`config.mk`:
```
export PLATFORM = sky130hd
export DESIGN_NAME = mlpTop
export DESIGN_NICKNAME = d
export VERILOG_FILES = /design/src/design/mlpPkg.sv /design/src/design/argmaxSelect.sv /design/src/design/mlpTop.sv /design/src/design/neuron.sv
export VERILOG_INCLUDE_DIRS = /design/src /design/src/design
export SDC_FILE = /design/constraint.sdc
export NUM_CORES = 1
export LEC_CHECK = 0
export CELL_PAD_IN_SITES_DETAIL_PLACEMENT = 1
export CELL_PAD_IN_SITES_GLOBAL_PLACEMENT = 1
export CORE_MARGIN = 3
export CORE_UTILIZATION = 55
export DETAILED_ROUTE_END_ITERATION = 7
export DONT_BUFFER_PORTS = 1
export GPL_TIMING_DRIVEN = 0
export PLACE_DENSITY = 0.86
export SYNTH_ARGS = -nofsm -noshare
export SYNTH_HDL_FRONTEND = slang
export SYNTH_HIERARCHICAL = 1
export SYNTH_SLANG_ARGS = --single-unit
```
`constraint.sdc`:
```
create_clock -name clk -period 10.41 [get_ports clk]
set_input_delay 2.082 -clock clk [delete_from_list [all_inputs] [get_ports clk]]
set_output_delay 2.082 -clock clk [all_outputs]
set_load 0.01 [all_outputs]
```
`src/design/mlpCfg_cfg.svh`:
```
`ifndef MLP_CFG_SVH
`define MLP_CFG_SVH

// ********************************************************************
// datapath format
// ********************************************************************

// every value in the network is a signed Q8.8 word.
`define MLP_DATA_W 16
`define MLP_FRAC_BITS 8

// ********************************************************************
// network shape
// ********************************************************************

`define MLP_NUM_FEATURES 4
`define MLP_NUM_HIDDEN 3
`define MLP_NUM_CLASSES 3

// input register, sum register, activation register.
`define MLP_NEURON_LAT 3

`endif

```
`src/design/mlpWeights.svh`:
```
`ifndef MLP_WEIGHTS_SVH
`define MLP_WEIGHTS_SVH

// ********************************************************************
// hidden layer, four Q8.8 weights per neuron
// ********************************************************************

// word i of a packed table sits at bits [16*i +: 16], so the
// rightmost literal below is the weight on input 0.

// w0 = 1.5, w1 = -1.0, w2 = 0.25, w3 = -0.5.
`define MLP_HID_W0 {16'hFF80, 16'h0040, 16'hFF00, 16'h0180}

// w0 = -1.0, w1 = 1.75, w2 = -0.25, w3 = 0.5.
`define MLP_HID_W1 {16'h0080, 16'hFFC0, 16'h01C0, 16'hFF00}

// w0 = 0.25, w1 = -0.5, w2 = 1.25, w3 = 0.75.
`define MLP_HID_W2 {16'h00C0, 16'h0140, 16'hFF80, 16'h0040}

// small offsets keep the three hidden units from being identical at zero.
`define MLP_HID_B0 16'h0010
`define MLP_HID_B1 16'hFFF0
`define MLP_HID_B2 16'h0000

// ********************************************************************
// output layer, three Q8.8 weights per neuron
// ********************************************************************

// each class favours its own hidden unit and penalises the other two.

// w0 = 1.0, w1 = -0.5, w2 = -0.5.
`define MLP_OUT_W0 {16'hFF80, 16'hFF80, 16'h0100}

// w0 = -0.5, w1 = 1.0, w2 = -0.5.
`define MLP_OUT_W1 {16'hFF80, 16'h0100, 16'hFF80}

// w0 = -0.5, w1 = -0.5, w2 = 1.0.
`define MLP_OUT_W2 {16'h0100, 16'hFF80, 16'hFF80}

// classes 0 and 1 share a bias of 0.125, class 2 sits at -0.125.
// with every hidden unit at zero the first two tie and class 0 wins.
`define MLP_OUT_B0 16'h0020
`define MLP_OUT_B1 16'h0020
`define MLP_OUT_B2 16'hFFE0

`endif

```
`src/design/mlpPkg.sv`:
```
`include "mlpCfg_cfg.svh"

// ********************************************************************
// types shared by the network and its testbench
// ********************************************************************

package mlpPkg;

	// signed Q8.8 word used for features, activations and scores.
	typedef logic signed [`MLP_DATA_W-1:0] sample_t;

	// wide enough to number every output class.
	typedef logic [$clog2(`MLP_NUM_CLASSES)-1:0] classIndex_t;

endpackage

```
`src/design/argmaxSelect.sv`:
```
`timescale 1ns/1ps
`include "mlpCfg_cfg.svh"

// ********************************************************************
// registered argmax over the output-layer scores
// ********************************************************************

module argmaxSelect
	import mlpPkg::*;
(
	input logic clk,
	input logic reset,
	input sample_t score0,
	input sample_t score1,
	input sample_t score2,
	output classIndex_t classIndex,
	output sample_t classScore
);

	classIndex_t bestIndex;
	sample_t bestScore;

	// scores are scanned in class order and only a strictly larger value
	// replaces the current best, so the lower index keeps a tie.
	always_comb
	begin
		bestIndex = classIndex_t'(0);
		bestScore = score0;

		if (score1 > bestScore)
		begin
			bestIndex = classIndex_t'(1);
			bestScore = score1;
		end

		if (score2 > bestScore)
		begin
			bestIndex = classIndex_t'(2);
			bestScore = score2;
		end
	end

	always_ff @(posedge clk)
	begin
		if (reset)
		begin
			classIndex <= '0;
			classScore <= '0;
		end
		else
		begin
			classIndex <= bestIndex;
			classScore <= bestScore;
		end
	end

	indexInRange: assert property (
		@(posedge clk) disable iff (reset)
		classIndex < `MLP_NUM_CLASSES
	)
	else
		$error("argmaxSelect: class index %0d out of range", classIndex);

	// the registered winner dominates every score it was chosen from.
	scoreIsMaximum: assert property (
		@(posedge clk) disable iff (reset)
		!$past(reset) |-> (classScore >= $past(score0)) &&
			(classScore >= $past(score1)) && (classScore >= $past(score2))
	)
	else
		$error("argmaxSelect: class score below a previous input score");

endmodule

```
`src/design/mlpTop.sv`:
```
`timescale 1ns/1ps
`include "mlpCfg_cfg.svh"
`include "mlpWeights.svh"

// ********************************************************************
// two-layer classifier, seven cycles from features to class
// ********************************************************************

module mlpTop
	import mlpPkg::*;
(
	input logic clk,
	input logic reset,
	input sample_t feature0,
	input sample_t feature1,
	input sample_t feature2,
	input sample_t feature3,
	output classIndex_t classIndex,
	output sample_t classScore
);

	sample_t hidden0;
	sample_t hidden1;
	sample_t hidden2;
	sample_t score0;
	sample_t score1;
	sample_t score2;

	// hidden layer, rectified.
	neuron #(
		.NIN(`MLP_NUM_FEATURES),
		.WEIGHTS(`MLP_HID_W0),
		.BIAS(`MLP_HID_B0),
		.RELU(1'b1)
	) hidden0_i (
		.clk(clk),
		.reset(reset),
		.neuronIn({feature3, feature2, feature1, feature0}),
		.neuronOut(hidden0)
	);

	neuron #(
		.NIN(`MLP_NUM_FEATURES),
		.WEIGHTS(`MLP_HID_W1),
		.BIAS(`MLP_HID_B1),
		.RELU(1'b1)
	) hidden1_i (
		.clk(clk),
		.reset(reset),
		.neuronIn({feature3, feature2, feature1, feature0}),
		.neuronOut(hidden1)
	);

	neuron #(
		.NIN(`MLP_NUM_FEATURES),
		.WEIGHTS(`MLP_HID_W2),
		.BIAS(`MLP_HID_B2),
		.RELU(1'b1)
	) hidden2_i (
		.clk(clk),
		.reset(reset),
		.neuronIn({feature3, feature2, feature1, feature0}),
		.neuronOut(hidden2)
	);

	// output layer, linear scores.
	neuron #(
		.NIN(`MLP_NUM_HIDDEN),
		.WEIGHTS(`MLP_OUT_W0),
		.BIAS(`MLP_OUT_B0),
		.RELU(1'b0)
	) output0_i (
		.clk(clk),
		.reset(reset),
		.neuronIn({hidden2, hidden1, hidden0}),
		.neuronOut(score0)
	);

	neuron #(
		.NIN(`MLP_NUM_HIDDEN),
		.WEIGHTS(`MLP_OUT_W1),
		.BIAS(`MLP_OUT_B1),
		.RELU(1'b0)
	) output1_i (
		.clk(clk),
		.reset(reset),
		.neuronIn({hidden2, hidden1, hidden0}),
		.neuronOut(score1)
	);

	neuron #(
		.NIN(`MLP_NUM_HIDDEN),
		.WEIGHTS(`MLP_OUT_W2),
		.BIAS(`MLP_OUT_B2),
		.RELU(1'b0)
	) output2_i (
		.clk(clk),
		.reset(reset),
		.neuronIn({hidden2, hidden1, hidden0}),
		.neuronOut(score2)
	);

	argmaxSelect argmaxSelect_i (
		.clk(clk),
		.reset(reset),
		.score0(score0),
		.score1(score1),
		.score2(score2),
		.classIndex(classIndex),
		.classScore(classScore)
	);

endmodule

```
`src/design/neuron.sv`:
```
`timescale 1ns/1ps
`include "mlpCfg_cfg.svh"

// ********************************************************************
// fixed-weight neuron, three register stages
// ********************************************************************

module neuron
	import mlpPkg::*;
#(
	parameter int NIN = 4,
	parameter logic [NIN*`MLP_DATA_W-1:0] WEIGHTS = '0,
	parameter logic [`MLP_DATA_W-1:0] BIAS = '0,
	parameter bit RELU = 1'b1
)
(
	input logic clk,
	input logic reset,
	input sample_t [NIN-1:0] neuronIn,
	output sample_t neuronOut
);

	sample_t [NIN-1:0] inReg; // stage 1, captured inputs.
	sample_t [NIN-1:0] product; // scaled products of stage 1.
	sample_t sumNext;
	sample_t sumReg; // stage 2, wrapped weighted sum.

	// ****************************************************************
	// multiply
	// ****************************************************************

	for (genvar i = 0; i < NIN; i++)
	begin : gMul
		logic signed [2*`MLP_DATA_W-1:0] fullProd;

		assign fullProd = $signed(inReg[i]) *
			$signed(WEIGHTS[i*`MLP_DATA_W +: `MLP_DATA_W]);

		// taking these bits is the arithmetic shift by the fraction
		// width followed by truncation back to one data word.
		assign product[i] = fullProd[`MLP_FRAC_BITS +: `MLP_DATA_W];
	end

	// ****************************************************************
	// accumulate
	// ****************************************************************

	// the adder chain is one word wide, so overflow wraps around.
	always_comb
	begin
		sumNext = BIAS;
		for (int i = 0; i < NIN; i++)
		begin
			sumNext = sumNext + product[i];
		end
	end

	// ****************************************************************
	// pipeline registers
	// ****************************************************************

	always_ff @(posedge clk)
	begin
		if (reset)
		begin
			inReg <= '0;
			sumReg <= '0;
			neuronOut <= '0;
		end
		else
		begin
			inReg <= neuronIn;
			sumReg <= sumNext;

			if (RELU && sumReg[`MLP_DATA_W-1])
			begin
				neuronOut <= '0; // negative sums are clipped.
			end
			else
			begin
				neuronOut <= sumReg;
			end
		end
	end

	// a rectified unit never hands a negative value to the next layer.
	reluNonNegative: assert property (
		@(posedge clk) disable iff (reset)
		RELU |-> !neuronOut[`MLP_DATA_W-1]
	)
	else
		$error("neuron: negative output with ReLU enabled");

endmodule

```
Word-level counts from Yosys, hierarchy flattened. Index checks and enable logic that the tools add are counted.

Flip-flop bits (word level): 322. Latch bits: 0. Bits in writable memories: 0. Bits in read-only memories: 0. Input bits: 66. Memories kept: 0.

Add/subtract/negate cells: 28. Multipliers: 4. Div/mod/pow operators: 0. $lt $le $gt $ge: 2. Equality and inequality tests: 0. Shift operators: 0. Mux-type cells: 4. Bitwise operators: 0. Reduce and logical (&&, ||, !) cells: 4.

Operator list (count): adder 16 bit (12); negation 16 -> 17 bit (5); multiplier 16 x 4 -> 18 bit, second input constant (2); adder 6 x 16 -> 16 bit, first input constant (2); adder 7 x 16 -> 16 bit, first input constant (2); greater-than comparator 16 bit (2); 2-to-1 mux 16 bit (2); negation 16 bit (2); multiplier 16 x 3 -> 18 bit, second input constant (1); negation 16 -> 18 bit (1); multiplier 16 x 3 -> 17 bit, second input constant (1); adder 14 x 16 -> 16 bit (1); adder 16 x 14 -> 16 bit (1); adder 16 x 15 -> 16 bit (1); adder 5 x 16 -> 16 bit, first input constant (1); OR reduction 2 bit (4); 2-to-1 mux 2 bit (1); 2-to-1 mux 1 bit (1).

Longest topological paths before layout. Gate-level depths: netlist of run 1.

Word-level depth: 5. Gate-level depth with buffers: 24. Depth with buffers taken out: 24.

Cells and area by module. The synthesis of run 1 kept the hierarchy.

Modules (own cells, without submodules): neuron at hidden2_i (instances 1, cells each 594, area an instance 5804.3 um2); neuron at hidden1_i (instances 1, cells each 585, area an instance 5686.7 um2); neuron at hidden0_i (instances 1, cells each 512, area an instance 5144.9 um2); neuron at output2_i (instances 1, cells each 394, area an instance 3883.7 um2); neuron at output1_i (instances 1, cells each 389, area an instance 3857.4 um2); neuron at output0_i (instances 1, cells each 386, area an instance 3836.2 um2); argmaxSelect (instances 1, cells each 254, area an instance 2120.8 um2).

Least setup slack after synthesis of run 1. No wires, ideal clock.

Path type: reg-to-reg. From: register hidden1_i/inReg[17] in the netlist's numbering. To: register hidden1_i.sumReg[15]. Setup time: 0.131 ns. Arrival time: 5.084 ns. Required time: 10.279 ns. Path slack: 5.195 ns. Cell stages (with the launch flop): 20. Path buffers: 0. Clock period less this slack: 5.215 ns. Cell sequence: dfxtp_1 ha_1 fa_1 fa_1 a21oi_1 o211ai_1 a21oi_1 nor2b_1 nor2_1 xor2_1 fa_1 fa_1 inv_1 ha_1 a21o_1 o31a_1 a2111oi_1 nor3_1 nor3_1 nor3b_2.

Cells in the longest elaborated chain, start to end: 4.

RTL lines: start, declared (RTL line neuron.sv:23) `sample_t [NIN-1:0] inReg;`; start signal, assigned (RTL line neuron.sv:72) `inReg <= neuronIn;`; multiplier 16 x 4 -> 18 bit (RTL line neuron.sv:36) `assign fullProd = $signed(inReg[i]) *`; adder 16 bit (2 in a row) (RTL line neuron.sv:54) `sumNext = sumNext + product[i];`; adder 16 x 15 -> 16 bit (RTL line neuron.sv:54); end signal, assigned (RTL line neuron.sv:73) `sumReg <= sumNext;`; end, declared (RTL line neuron.sv:26) `sample_t sumReg;`.

Every way passes these cells. A chain may end at the register's enable or synchronous reset.

Final worst setup path of run 1.
From: register hidden1_i/inReg[18] in the netlist's numbering. To: register hidden1_i.sumReg[14].

Same word-level chain as after synthesis.

==> out/metrics.yaml, run 1 <==
status: "complete, no violations"
rrSetupSlack_ns: 3.97
drive_gt1_frac: 0.0540
synth_cell_types: 100
fmax_ghz: 0.155
avgSynthCellArea_sq_um: 9.74
die_w_um: 241
antenna_found_initial: 23
synth_warnings: 6
clockRootBuffer: "clkbuf_16"
ir_drop_v: 0.000274
cts_sinks: 538
drt_iter0_drc: 933
post_cts_buffers: 0
row_count: 85
critPathMaxFanout: 4
vias: 22400
drt-wirelength-per-cell_um: 23.7
synthFlopType: "dfxtp_1"
synth_area_leaders: "dfxtp_1 (36%), ha_1 (13%), fa_1 (10%)"
r2r_cells: 20
post-route-drc-count: 0
synth_edf_count: 0
path_cells: "ha_1, fa_1, ha_1, a21o_1, a211oi_1, nor2_1, o21ai_0, nand2b_1, a21oi_1, xor2_1, fa_1, fa_1, inv_1, ha_1, o21ai_0, o32ai_1, nand3_1, a31oi_1, xor2_1, nor2_1"
grt_pass1_wl_um: 141000
wirelength_um: 94400
cts-buffers-inserted: 58
rsz0062_at_grt: "false"
final_core_util: 0.617
track_usage: 0.318
cpPeakStageDelay_ns: 0.78
gp_congestion: 0.933
area_growth_pct: 10.3
r2r_end: "hidden1_i/sumReg[14]$_SDFF_PP0_"
clk_latency_ns: 0.64
cts.path.max_buffers: 3
cts_tree: "built"
final-setup-viol-count: 0
grt_pass1_vias: 24900
grt-ovfl-total: 0
h-tree-depth: 2
portBuffers: 0
finalCritPeriodShare: 0.618
holdCritStartpoint: "hidden1_i/sumReg[6]$_SDFF_PP0_"
crit_type: "reg2reg"
fin_skew_ns: 0.0318
yosys.area.top_type: "dfxtp_1"
holdBufCountCts: 0
start_util: 0.559
ant_nets: 0
worstHoldPathType: "reg2reg"
die_h_um: 241
final_max_slew_viol_count: 0
clk_pin_slew_ns: 0.06
tns_ns: 0
fillers: 6006
synth-seq-cells: 538
drt_first_pass_iters: 5
nNetsFinal: 3708
worst_pin_slew_ns: 0.859
synthDominantCellAreaShare: 0.355
finalWorstSetupSlack_ns: 3.97
netlist_instances: 3114
core-area_sq_mm: 0.0542
final_cell_mix: "dfxtp_1 (538), nor2b_1 (418), inv_1 (383), ha_1 (315), nor2_1 (168)"
synthesis.nets: 3648
powerDensity_mw_per_mm2: 354
maxCapViolations: 0
arrival_ns: 6.95
yosysSeqAreaShare: 0.355
required_ns: 10.92
vias_per_cell: 5.64
synthesis.area_sq_mm: 0.0303
end_kind: "flop"
rr_startpoint: "hidden1_i/inReg[18]$_SDFF_PP0_"
post-dp-hpwl_um: 71200
cp-start-kind: "flop"
crit_path_top_delay_cell: "o32ai_1"
min_period_ns: 6.44
relSlewSlack: 0.422
crit_path_end: "hidden1_i/sumReg[14]$_SDFF_PP0_"
grt_max_degree: 27
power_leakage_nw: 15.0
ys_async_sr_fraction: 0
hold_violations: 0
cts_resized: 0
final_common_cell: "dfxtp_1"
die_area_sq_mm: 0.0580
pin_count: 84
cp-startpoint: "hidden1_i/inReg[18]$_SDFF_PP0_"
dpl_worst_slack_ns: 4.46
## kinds of logic after synthesis
kind of cell / share of synthesized area
DFF: 0.355
xor gates and xnor gates: 0.0733
and+or+nand+nor: 0.185
buffers and inverters: 0.0588
adders and majority gates: 0.231
AOI/OAI and AO/OA: 0.0926
other: 0.000371
muxes: 0.00342
## per-layer routing
| layer | share of wire | vias up | track usage |
|---|---|---|---|
| li1 | - | 10400 | - |
| met1 | 0.35 | 11100 | 0.317 |
| met2 | 0.51 | 612 | 0.587 |
| met3 | 0.046 | 345 | 0.0595 |
| met4 | 0.086 | 6 | 0.242 |
| met5 | 0.00047 | - | 0 |
## cell type report
class	count	area, sq um	area share
diodes	56	140	0.00419
inverters	383	1440	0.0430
clock buffers	76	1630	0.0487
flip-flops and latches	538	10800	0.322
multi-input cells	2118	17800	0.531
plain buffers	75	347	0.0104
well taps	696	871	0.0260
clock inverters	34	478	0.0143
## metrics by stage
stage | std cells | hold WS, ns | area [sq um] | power, mW
after global routing | 3971 | 0.410 | 33400 | 12.7
final | 3976 | 0.405 | 33500 | 11.9
after global placement | 3810 | 0.409 | 31200 | 8.95
after floorplan | 3114 | 0.406 | 30300 | 7.64
after CTS | 3920 | 0.401 | 33300 | 11.8
after detailed placement | 3810 | 0.414 | 31200 | 9.36
## synth_stat cells, types with 12 or more instances
cell type  instances
fa_1             153
nand2_1           88
nand3_1           37
nor2_1           168
nand4_1           13
xnor2_1          140
o41ai_1           15
nand2b_1          43
a31oi_1           23
a21o_1            36
xor2_1           105
and2_1            60
clkbuf_1          59
or3_1             17
o21bai_1          12
nor2b_1          418
a211oi_1          18
inv_1            383
ha_1             315
dfxtp_1          538
nor4_1            27
o21ai_0           72
nor3_1            54
o21a_1            28
a21oi_1          102
## worst max-delay path, delay by kind of cell (launching register included)
family	cells	cell delay (ns)
flip-flops	1	0.40
XOR/XNOR	2	0.50
AND/OR/NAND/NOR	4	0.53
AO/OA/AOI/OAI	7	2.34
adder cells (fa/ha/maj)	6	2.49
buffers and inverters	1	0.05
## worst min-delay path by stage
stage,endpoint,cells past startpoint
after floorplan,hidden0_i/neuronOut[0]$_SDFF_PP0_,1
after global placement,hidden1_i/neuronOut[1]$_SDFF_PP0_,1
after detailed placement,hidden1_i/neuronOut[0]$_SDFF_PP0_,1
after CTS,hidden1_i/neuronOut[6]$_SDFF_PP0_,1
after global routing,hidden1_i/neuronOut[6]$_SDFF_PP0_,1
final,hidden1_i/neuronOut[6]$_SDFF_PP0_,1
## registers in the layout, summed over array words and instances (netlist names)
signal and flops:
argmaxSelect_i/classScore 16, hidden2_i/neuronOut 15, argmaxSelect_i/classIndex 2, hidden0_i/inReg 62, hidden1_i/sumReg 16, hidden2_i/inReg 62
output1_i/neuronOut 16, output2_i/neuronOut 16, hidden1_i/neuronOut 15, output2_i/sumReg 16, hidden0_i/neuronOut 15, output0_i/neuronOut 16
output0_i/inReg 48, output0_i/sumReg 16, hidden2_i/sumReg 16, output1_i/sumReg 16, hidden1_i/inReg 63, output1_i/inReg 48
output2_i/inReg 48, hidden0_i/sumReg 16
## power by group
part | switching, mW | internal, mW
clock network | 0.912 | 1.34
registers | 0.252 | 2.45
logic | 4.02 | 2.89
No activity file was read; power rests on OpenSTA's default activity.
==> run 2, diff against run 1 <==
Settings changed: CORE_UTILIZATION 55 to 52, PLACE_DENSITY 0.86 to 0.82.
Clock period 10.41 ns to 6.4 ns, I/O delays scaled along.
==> run 2 against run 1 <==
Net effect:
- clock skew fell by 0.0035 ns
- sequential power up 62%
- non-clock buffer count unchanged
- die area increased by 5.6%
- first-iteration DRC count is 6.9% lower
- sequential share of layout area barely moved
- clock-buffer cell count shrank 5
- combinational power up 59%
- critical path type unchanged
- critical endpoint is now hidden1_i/sumReg[15]$_SDFF_PP0_
- highest routed layer unchanged
==> out/metrics.yaml, run 2 (synthesis gave the netlist of run 1 again) <==
status: "complete, no violations"  # unchanged
final-setup-viol-count: 0  # unchanged
finalCritPeriodShare: 0.923  # was 0.618
finalWorstSetupSlack_ns: 0.491  # was 3.97 ns
powerDensity_mw_per_mm2: 565  # was 354 mW/mm^2
core-area_sq_mm: 0.0570  # was 0.0542 sq mm
portBuffers: 0  # unchanged
holdBufCountCts: 0  # unchanged
clk_pin_slew_ns: 0.06  # about the same
tns_ns: 0  # unchanged
largest_reg_flops: 63  # unchanged
fin_cells: 4040  # was 3976
track_usage: 0.294  # was 0.318
crit_type: "reg2reg"  # unchanged
drt-wirelength-per-cell_um: 22.6  # was 23.7 um
end_kind: "flop"  # unchanged
crit_path_end: "hidden1_i/sumReg[15]$_SDFF_PP0_"  # was hidden1_i/sumReg[14]$_SDFF_PP0_
crit_family: "adder cells"  # unchanged
antenna_found_initial: 20  # was 23
power_leakage_nw: 15.0  # about the same
final_cell_mix: "dfxtp_1 (538), nor2b_1 (418), inv_1 (383), ha_1 (315), nor2_1 (168)"  # unchanged
clockRootBuffer: "clkbuf_16"  # unchanged
final_max_slew_viol_count: 0  # unchanged
rrSetupSlack_ns: 0.49  # was 3.97 ns
cp-startpoint: "hidden1_i/inReg[17]$_SDFF_PP0_"  # was hidden1_i/inReg[18]$_SDFF_PP0_
final_core_util: 0.587  # was 0.617
arrival_ns: 6.38  # was 6.95 ns
multi_input_area_sq_mm: 0.0178  # about the same
drt_first_pass_iters: 6  # was 5
drive_gt1_frac: 0.0534  # was 0.0540
maxCapViolations: 0  # unchanged
gp_congestion: 0.948  # was 0.933
post-route-drc-count: 0  # unchanged
ff_latch_area_sq_mm: 0.0108  # unchanged
relSlewSlack: 0.440  # was 0.422
final_common_cell: "dfxtp_1"  # unchanged
die_area_sq_mm: 0.0613  # was 0.0580 sq mm
largest-register: "hidden1_i/inReg"  # unchanged
grt_pass1_wl_um: 138000  # was 141000 um
cts_sinks: 538  # unchanged
cp-start-kind: "flop"  # unchanged
r2r_end: "hidden1_i/sumReg[15]$_SDFF_PP0_"  # was hidden1_i/sumReg[14]$_SDFF_PP0_
r2r_cells: 20  # unchanged
die_h_um: 248  # was 241 um
ant_nets: 0  # unchanged
vias: 22000  # was 22400
crit_cells: 20  # unchanged
final_area_sq_mm: 0.0335  # about the same
wirelength_um: 91300  # was 94400 um
post-dp-hpwl_um: 71000  # was 71200 um
nNetsFinal: 3707  # was 3708
cts_tree: "built"  # unchanged
h-tree-depth: 2  # unchanged
grt-ovfl-total: 0  # unchanged
dp_cells: 3870  # was 3810
pin_count: 84  # unchanged
cts.path.max_buffers: 3  # unchanged
dpl_worst_slack_ns: 0.553  # was 4.46 ns
worstHoldPathType: "reg2reg"  # unchanged
cts-buffers-inserted: 57  # was 58
min_period_ns: 5.91  # was 6.44 ns
cpPeakStageDelay_ns: 0.57  # was 0.78 ns
start_util: 0.532  # was 0.559
fin_skew_ns: 0.0284  # was 0.0318 ns
die_w_um: 248  # was 241 um
worst_pin_slew_ns: 0.841  # was 0.859 ns
rr_startpoint: "hidden1_i/inReg[17]$_SDFF_PP0_"  # was hidden1_i/inReg[18]$_SDFF_PP0_
vias_per_cell: 5.43  # was 5.64
area_growth_pct: 10.4  # was 10.3%
fillers: 6365  # was 6006
fmax_ghz: 0.169  # was 0.155 GHz
grt_max_degree: 27  # unchanged
clk_latency_ns: 0.64  # about the same
grt_pass1_vias: 24500  # was 24900
hold_violations: 0  # unchanged
placed_cell_area_sq_mm: 0.0313  # was 0.0312 sq mm
path_cells: "ha_1, fa_1, ha_1, a21o_1, a211oi_1, nor2_1, o21ai_0, nand2b_1, a21oi_1, xor2_1, fa_1, fa_1, inv_1, ha_1, a21o_1, o31a_1, a2111oi_2, nor3_1, nor3_1, nor3b_2"  # was ha_1, fa_1, ha_1, a21o_1, a211oi_1, nor2_1, o21ai_0, nand2b_1, a21oi_1, xor2_1, fa_1, fa_1, inv_1, ha_1, o21ai_0, o32ai_1, nand3_1, a31oi_1, xor2_1, nor2_1
crit_path_top_delay_cell: "fa_1"  # was o32ai_1
path_buf_inv: 1  # unchanged
ir_drop_v: 0.000906  # was 0.000274 V
row_count: 87  # was 85
rsz0062_at_grt: "false"  # unchanged
critPathMaxFanout: 4  # unchanged
drt_iter0_drc: 869  # was 933
reg_top3: "hidden1_i/inReg x63, hidden0_i/inReg x62, hidden2_i/inReg x62"  # unchanged
required_ns: 6.87  # was 10.92 ns
==> run 2: cell count changes in the layout (fill, tap and decap cells not counted), sizes merged <==
| cell | before | now |
|---|---|---|
| diode | 56 | 65 |
| clkinv | 11 | 17 |
| clkbuf | 135 | 130 |
| inv | 389 | 385 |
| clkinvlp | 8 | 6 |
==> run 2: per-layer routing <==
layer / part of all wire / global-route usage / wire, um / vias to the layer above
li1: - / - / - / 10400
met1: 0.37 / 0.301 / 34200 / 10800
met2: 0.52 / 0.553 / 47400 / 467
met3: 0.037 / 0.0495 / 3340 / 271
met4: 0.070 / 0.187 / 6360 / 2
met5: 0.00014 / 0 / 13 / -
==> run 2: how the worst min path moves through the flow <==
stage,startpoint,endpoint,slack [ns],cells after the start
floorplan,hidden0_i/sumReg[0]$_SDFF_PP0_,hidden0_i/neuronOut[0]$_SDFF_PP0_,0.41,1
CTS,hidden0_i/sumReg[7]$_SDFF_PP0_,hidden0_i/neuronOut[7]$_SDFF_PP0_,0.42,1
global route,hidden0_i/sumReg[7]$_SDFF_PP0_,hidden0_i/neuronOut[7]$_SDFF_PP0_,0.42,1
detailed placement,hidden1_i/sumReg[0]$_SDFF_PP0_,hidden1_i/neuronOut[0]$_SDFF_PP0_,0.41,1
global placement,hidden2_i/sumReg[2]$_SDFF_PP0_,hidden2_i/neuronOut[2]$_SDFF_PP0_,0.41,1
finish,hidden0_i/sumReg[7]$_SDFF_PP0_,hidden0_i/neuronOut[7]$_SDFF_PP0_,0.41,1
==> run 2: what timing repair did <==
item,in CTS,in global routing
setup endpoints to repair,0,1
setup buffers,0,0
resized for setup,0,1
==> run 2: layout make-up <==
| class | count | area share |
|---|---|---|
| flip-flops and latches | 538 | 0.322 |
| inverters | 383 | 0.0429 |
| clock inverters | 34 | 0.0143 |
| clock buffers | 71 | 0.0468 |
| multi-input cells | 2118 | 0.531 |
| plain buffers | 75 | 0.0103 |
| diodes | 65 | 0.00486 |
| well taps | 756 | 0.0282 |
==> run 2: power by group <==
| part | switching, mW | internal (mW) | leakage [nW] | total [mW] |
|---|---|---|---|---|
| sequential | 0.400 | 3.98 | 4.44 | 4.38 |
| combinational | 6.29 | 4.68 | 9.54 | 11.0 |
| clock | 1.46 | 2.12 | 0.994 | 3.58 |
| total | 8.15 | 10.8 | 15.0 | 18.9 |
==> run 2: through the flow <==
stage / hold WS [ns] / power, mW
floorplan: 0.406 / 12.4
global placement: 0.408 / 14.5
detailed placement: 0.415 / 15.1
CTS: 0.419 / 18.9
global route: 0.419 / 20.4
finish: 0.412 / 18.9
==> run 3, diff against run 2 <==
Settings changed: CELL_PAD_IN_SITES_DETAIL_PLACEMENT 1 to 0.
==> run 3 against run 2 <==
Net effect:
- clock skew increased by 0.011 ns
- worst hold slack lost 0.028 ns
- global-route usage shrank 4.3 points
- flip-flop and latch count is the same
- clock power down 2%
- sequential share of layout area rose by 0.11 points
- largest power group unchanged
- cell area down 0.33%
- setup slack got worse by 0.043 ns
- die area is the same
- wire length shrank 17%
- combinational power decreased by 5%
- critical path type unchanged
- largest cell class unchanged
- register-to-register slack lost 0.04 ns
==> out/metrics.yaml, run 3 (synthesis gave the netlist of run 1 again) <==
status: "complete, no violations"  # unchanged
clockRootBuffer: "clkbuf_16"  # unchanged
fmax_ghz: 0.168  # was 0.169 GHz
ant_nets: 0  # unchanged
power.total_mw: 18.2  # was 18.9 mW
vias: 20700  # was 22000
powerDensity_mw_per_mm2: 546  # was 565 mW/mm^2
crit_type: "reg2reg"  # unchanged
cts_resized: 0  # unchanged
worst_pin_slew_ns: 0.841  # about the same
post-route-drc-count: 0  # unchanged
row_count: 87  # unchanged
drt-wirelength-per-cell_um: 18.9  # was 22.6 um
grt_pass1_wl_um: 118000  # was 138000 um
finalCritPeriodShare: 0.930  # was 0.923
die_area_sq_mm: 0.0613  # unchanged
final_cell_mix: "dfxtp_1 (538), nor2b_1 (418), inv_1 (383), ha_1 (315), nor2_1 (168)"  # unchanged
core-area_sq_mm: 0.0570  # unchanged
power_leakage_nw: 15.0  # about the same
tns_ns: 0  # unchanged
final-setup-viol-count: 0  # unchanged
end_kind: "flop"  # unchanged
post_cts_buffers: 0  # unchanged
clk_pin_slew_ns: 0.06  # about the same
vias_per_cell: 5.19  # was 5.43
ir_drop_v: 0.000843  # was 0.000906 V
cts_sinks: 538  # unchanged
cts-buffers-inserted: 59  # was 57
rsz0062_at_grt: "false"  # unchanged
drive_gt1_frac: 0.0533  # was 0.0534
die_h_um: 248  # unchanged
grt-ovfl-total: 0  # unchanged
path_cells: "ha_1, fa_1, ha_1, a21o_1, a211oi_1, nor2_1, o21ai_0, nand2b_1, a21oi_1, xor2_1, fa_1, fa_1, inv_1, ha_1, a21o_1, o31a_1, a2111oi_1, nor3_1, nor3_1, nor3b_2"  # was ha_1, fa_1, ha_1, a21o_1, a211oi_1, nor2_1, o21ai_0, nand2b_1, a21oi_1, xor2_1, fa_1, fa_1, inv_1, ha_1, a21o_1, o31a_1, a2111oi_2, nor3_1, nor3_1, nor3b_2
holdCritStartpoint: "hidden2_i/sumReg[10]$_SDFF_PP0_"  # was hidden0_i/sumReg[7]$_SDFF_PP0_
cts.path.max_buffers: 3  # unchanged
maxCapViolations: 0  # unchanged
antenna_found_initial: 12  # was 20
portBuffers: 0  # unchanged
grt_pass1_vias: 21200  # was 24500
arrival_ns: 6.44  # was 6.38 ns
reg_top3: "hidden1_i/inReg x63, hidden0_i/inReg x62, hidden2_i/inReg x62"  # unchanged
area_growth_pct: 10.1  # was 10.4%
critPathMaxFanout: 5  # was 4
cp-startpoint: "hidden1_i/inReg[18]$_SDFF_PP0_"  # was hidden1_i/inReg[17]$_SDFF_PP0_
relSlewSlack: 0.435  # was 0.440
fin_skew_ns: 0.0397  # was 0.0284 ns
nNetsFinal: 3709  # was 3707
gp_congestion: 0.948  # unchanged
die_w_um: 248  # unchanged
wirelength_um: 75400  # was 91300 um
grt_max_degree: 27  # unchanged
final_common_cell: "dfxtp_1"  # unchanged
h-tree-depth: 2  # unchanged
rr_startpoint: "hidden1_i/inReg[18]$_SDFF_PP0_"  # was hidden1_i/inReg[17]$_SDFF_PP0_
crit_path_top_delay_cell: "a2111oi_1"  # was fa_1
required_ns: 6.89  # was 6.87 ns
worstHoldPathType: "reg2reg"  # unchanged
largest_reg_flops: 63  # unchanged
cpPeakStageDelay_ns: 0.54  # was 0.57 ns
cp-start-kind: "flop"  # unchanged
hold_ws_ns: 0.384  # was 0.412 ns
final_core_util: 0.585  # was 0.587
start_util: 0.532  # unchanged
drt_first_pass_iters: 5  # was 6
holdBufCountCts: 0  # unchanged
post-dp-hpwl_um: 62300  # was 71000 um
drt_iter0_drc: 966  # was 869
hold_violations: 0  # unchanged
final_max_slew_viol_count: 0  # unchanged
track_usage: 0.251  # was 0.294
clk_latency_ns: 0.66  # was 0.64 ns
pin_count: 84  # unchanged
largest-register: "hidden1_i/inReg"  # unchanged
cts_tree: "built"  # unchanged
min_period_ns: 5.95  # was 5.91 ns
run 3: critical path: cells and delay by family (launching register included):
family,cells,cell delay (ns)
AO/OA/AOI/OAI,7,2.09
XOR/XNOR,1,0.27
AND/OR/NAND/NOR,5,0.67
flip-flops,1,0.38
adder cells (fa/ha/maj),6,2.33
buffers and inverters,1,0.07
run 3: area by class of cell:
type,instances,area (sq um)
multi-input combinational,2118,17800
clock inverter,37,488
tap,756,946
clock buffer,73,1580
buffer,75,347
fill,4988,23700
antenna,16,40.0
inverter,383,1440
sequential,538,10800
run 3: power breakdown:
part,internal (mW),total [mW],switching [mW],leakage (nW)
Combinational,4.60,10.4,5.79,9.53
Sequential,3.98,4.34,0.365,4.44
Clock,2.06,3.50,1.44,0.981
run 3: per-layer routing:
layer  vias to the layer above  global-route usage  share of wire  routed length [um]
met4                         6               0.108          0.039                2920
met5                         -                   0        0.00069                  52
met2                       463               0.464           0.51               38500
li1                      10300                   -              -                   -
met1                      9784               0.284           0.41               30700
met3                       145              0.0419          0.043                3250
run 3: worst paths after layout:
kind                                             end  slack [ns]  cells after the start
hold / removal    hidden2_i/neuronOut[10]$_SDFF_PP0_        0.38                      1
setup / recovery     hidden1_i/sumReg[15]$_SDFF_PP0_        0.45                     20
hold reg to reg   hidden2_i/neuronOut[10]$_SDFF_PP0_        0.38                      1
setup reg to reg     hidden1_i/sumReg[15]$_SDFF_PP0_        0.45                     20
run 3: through the flow:
stage,std cells,area [sq um],setup slack [ns]
3_5_place_dp,3870,31300,0.563
4_1_cts,3980,33300,0.502
3_3_place_gp,3870,31300,0.717
2_1_floorplan,3114,30300,1.19
6_report,3996,33400,0.448
5_1_grt,3992,33400,0.151
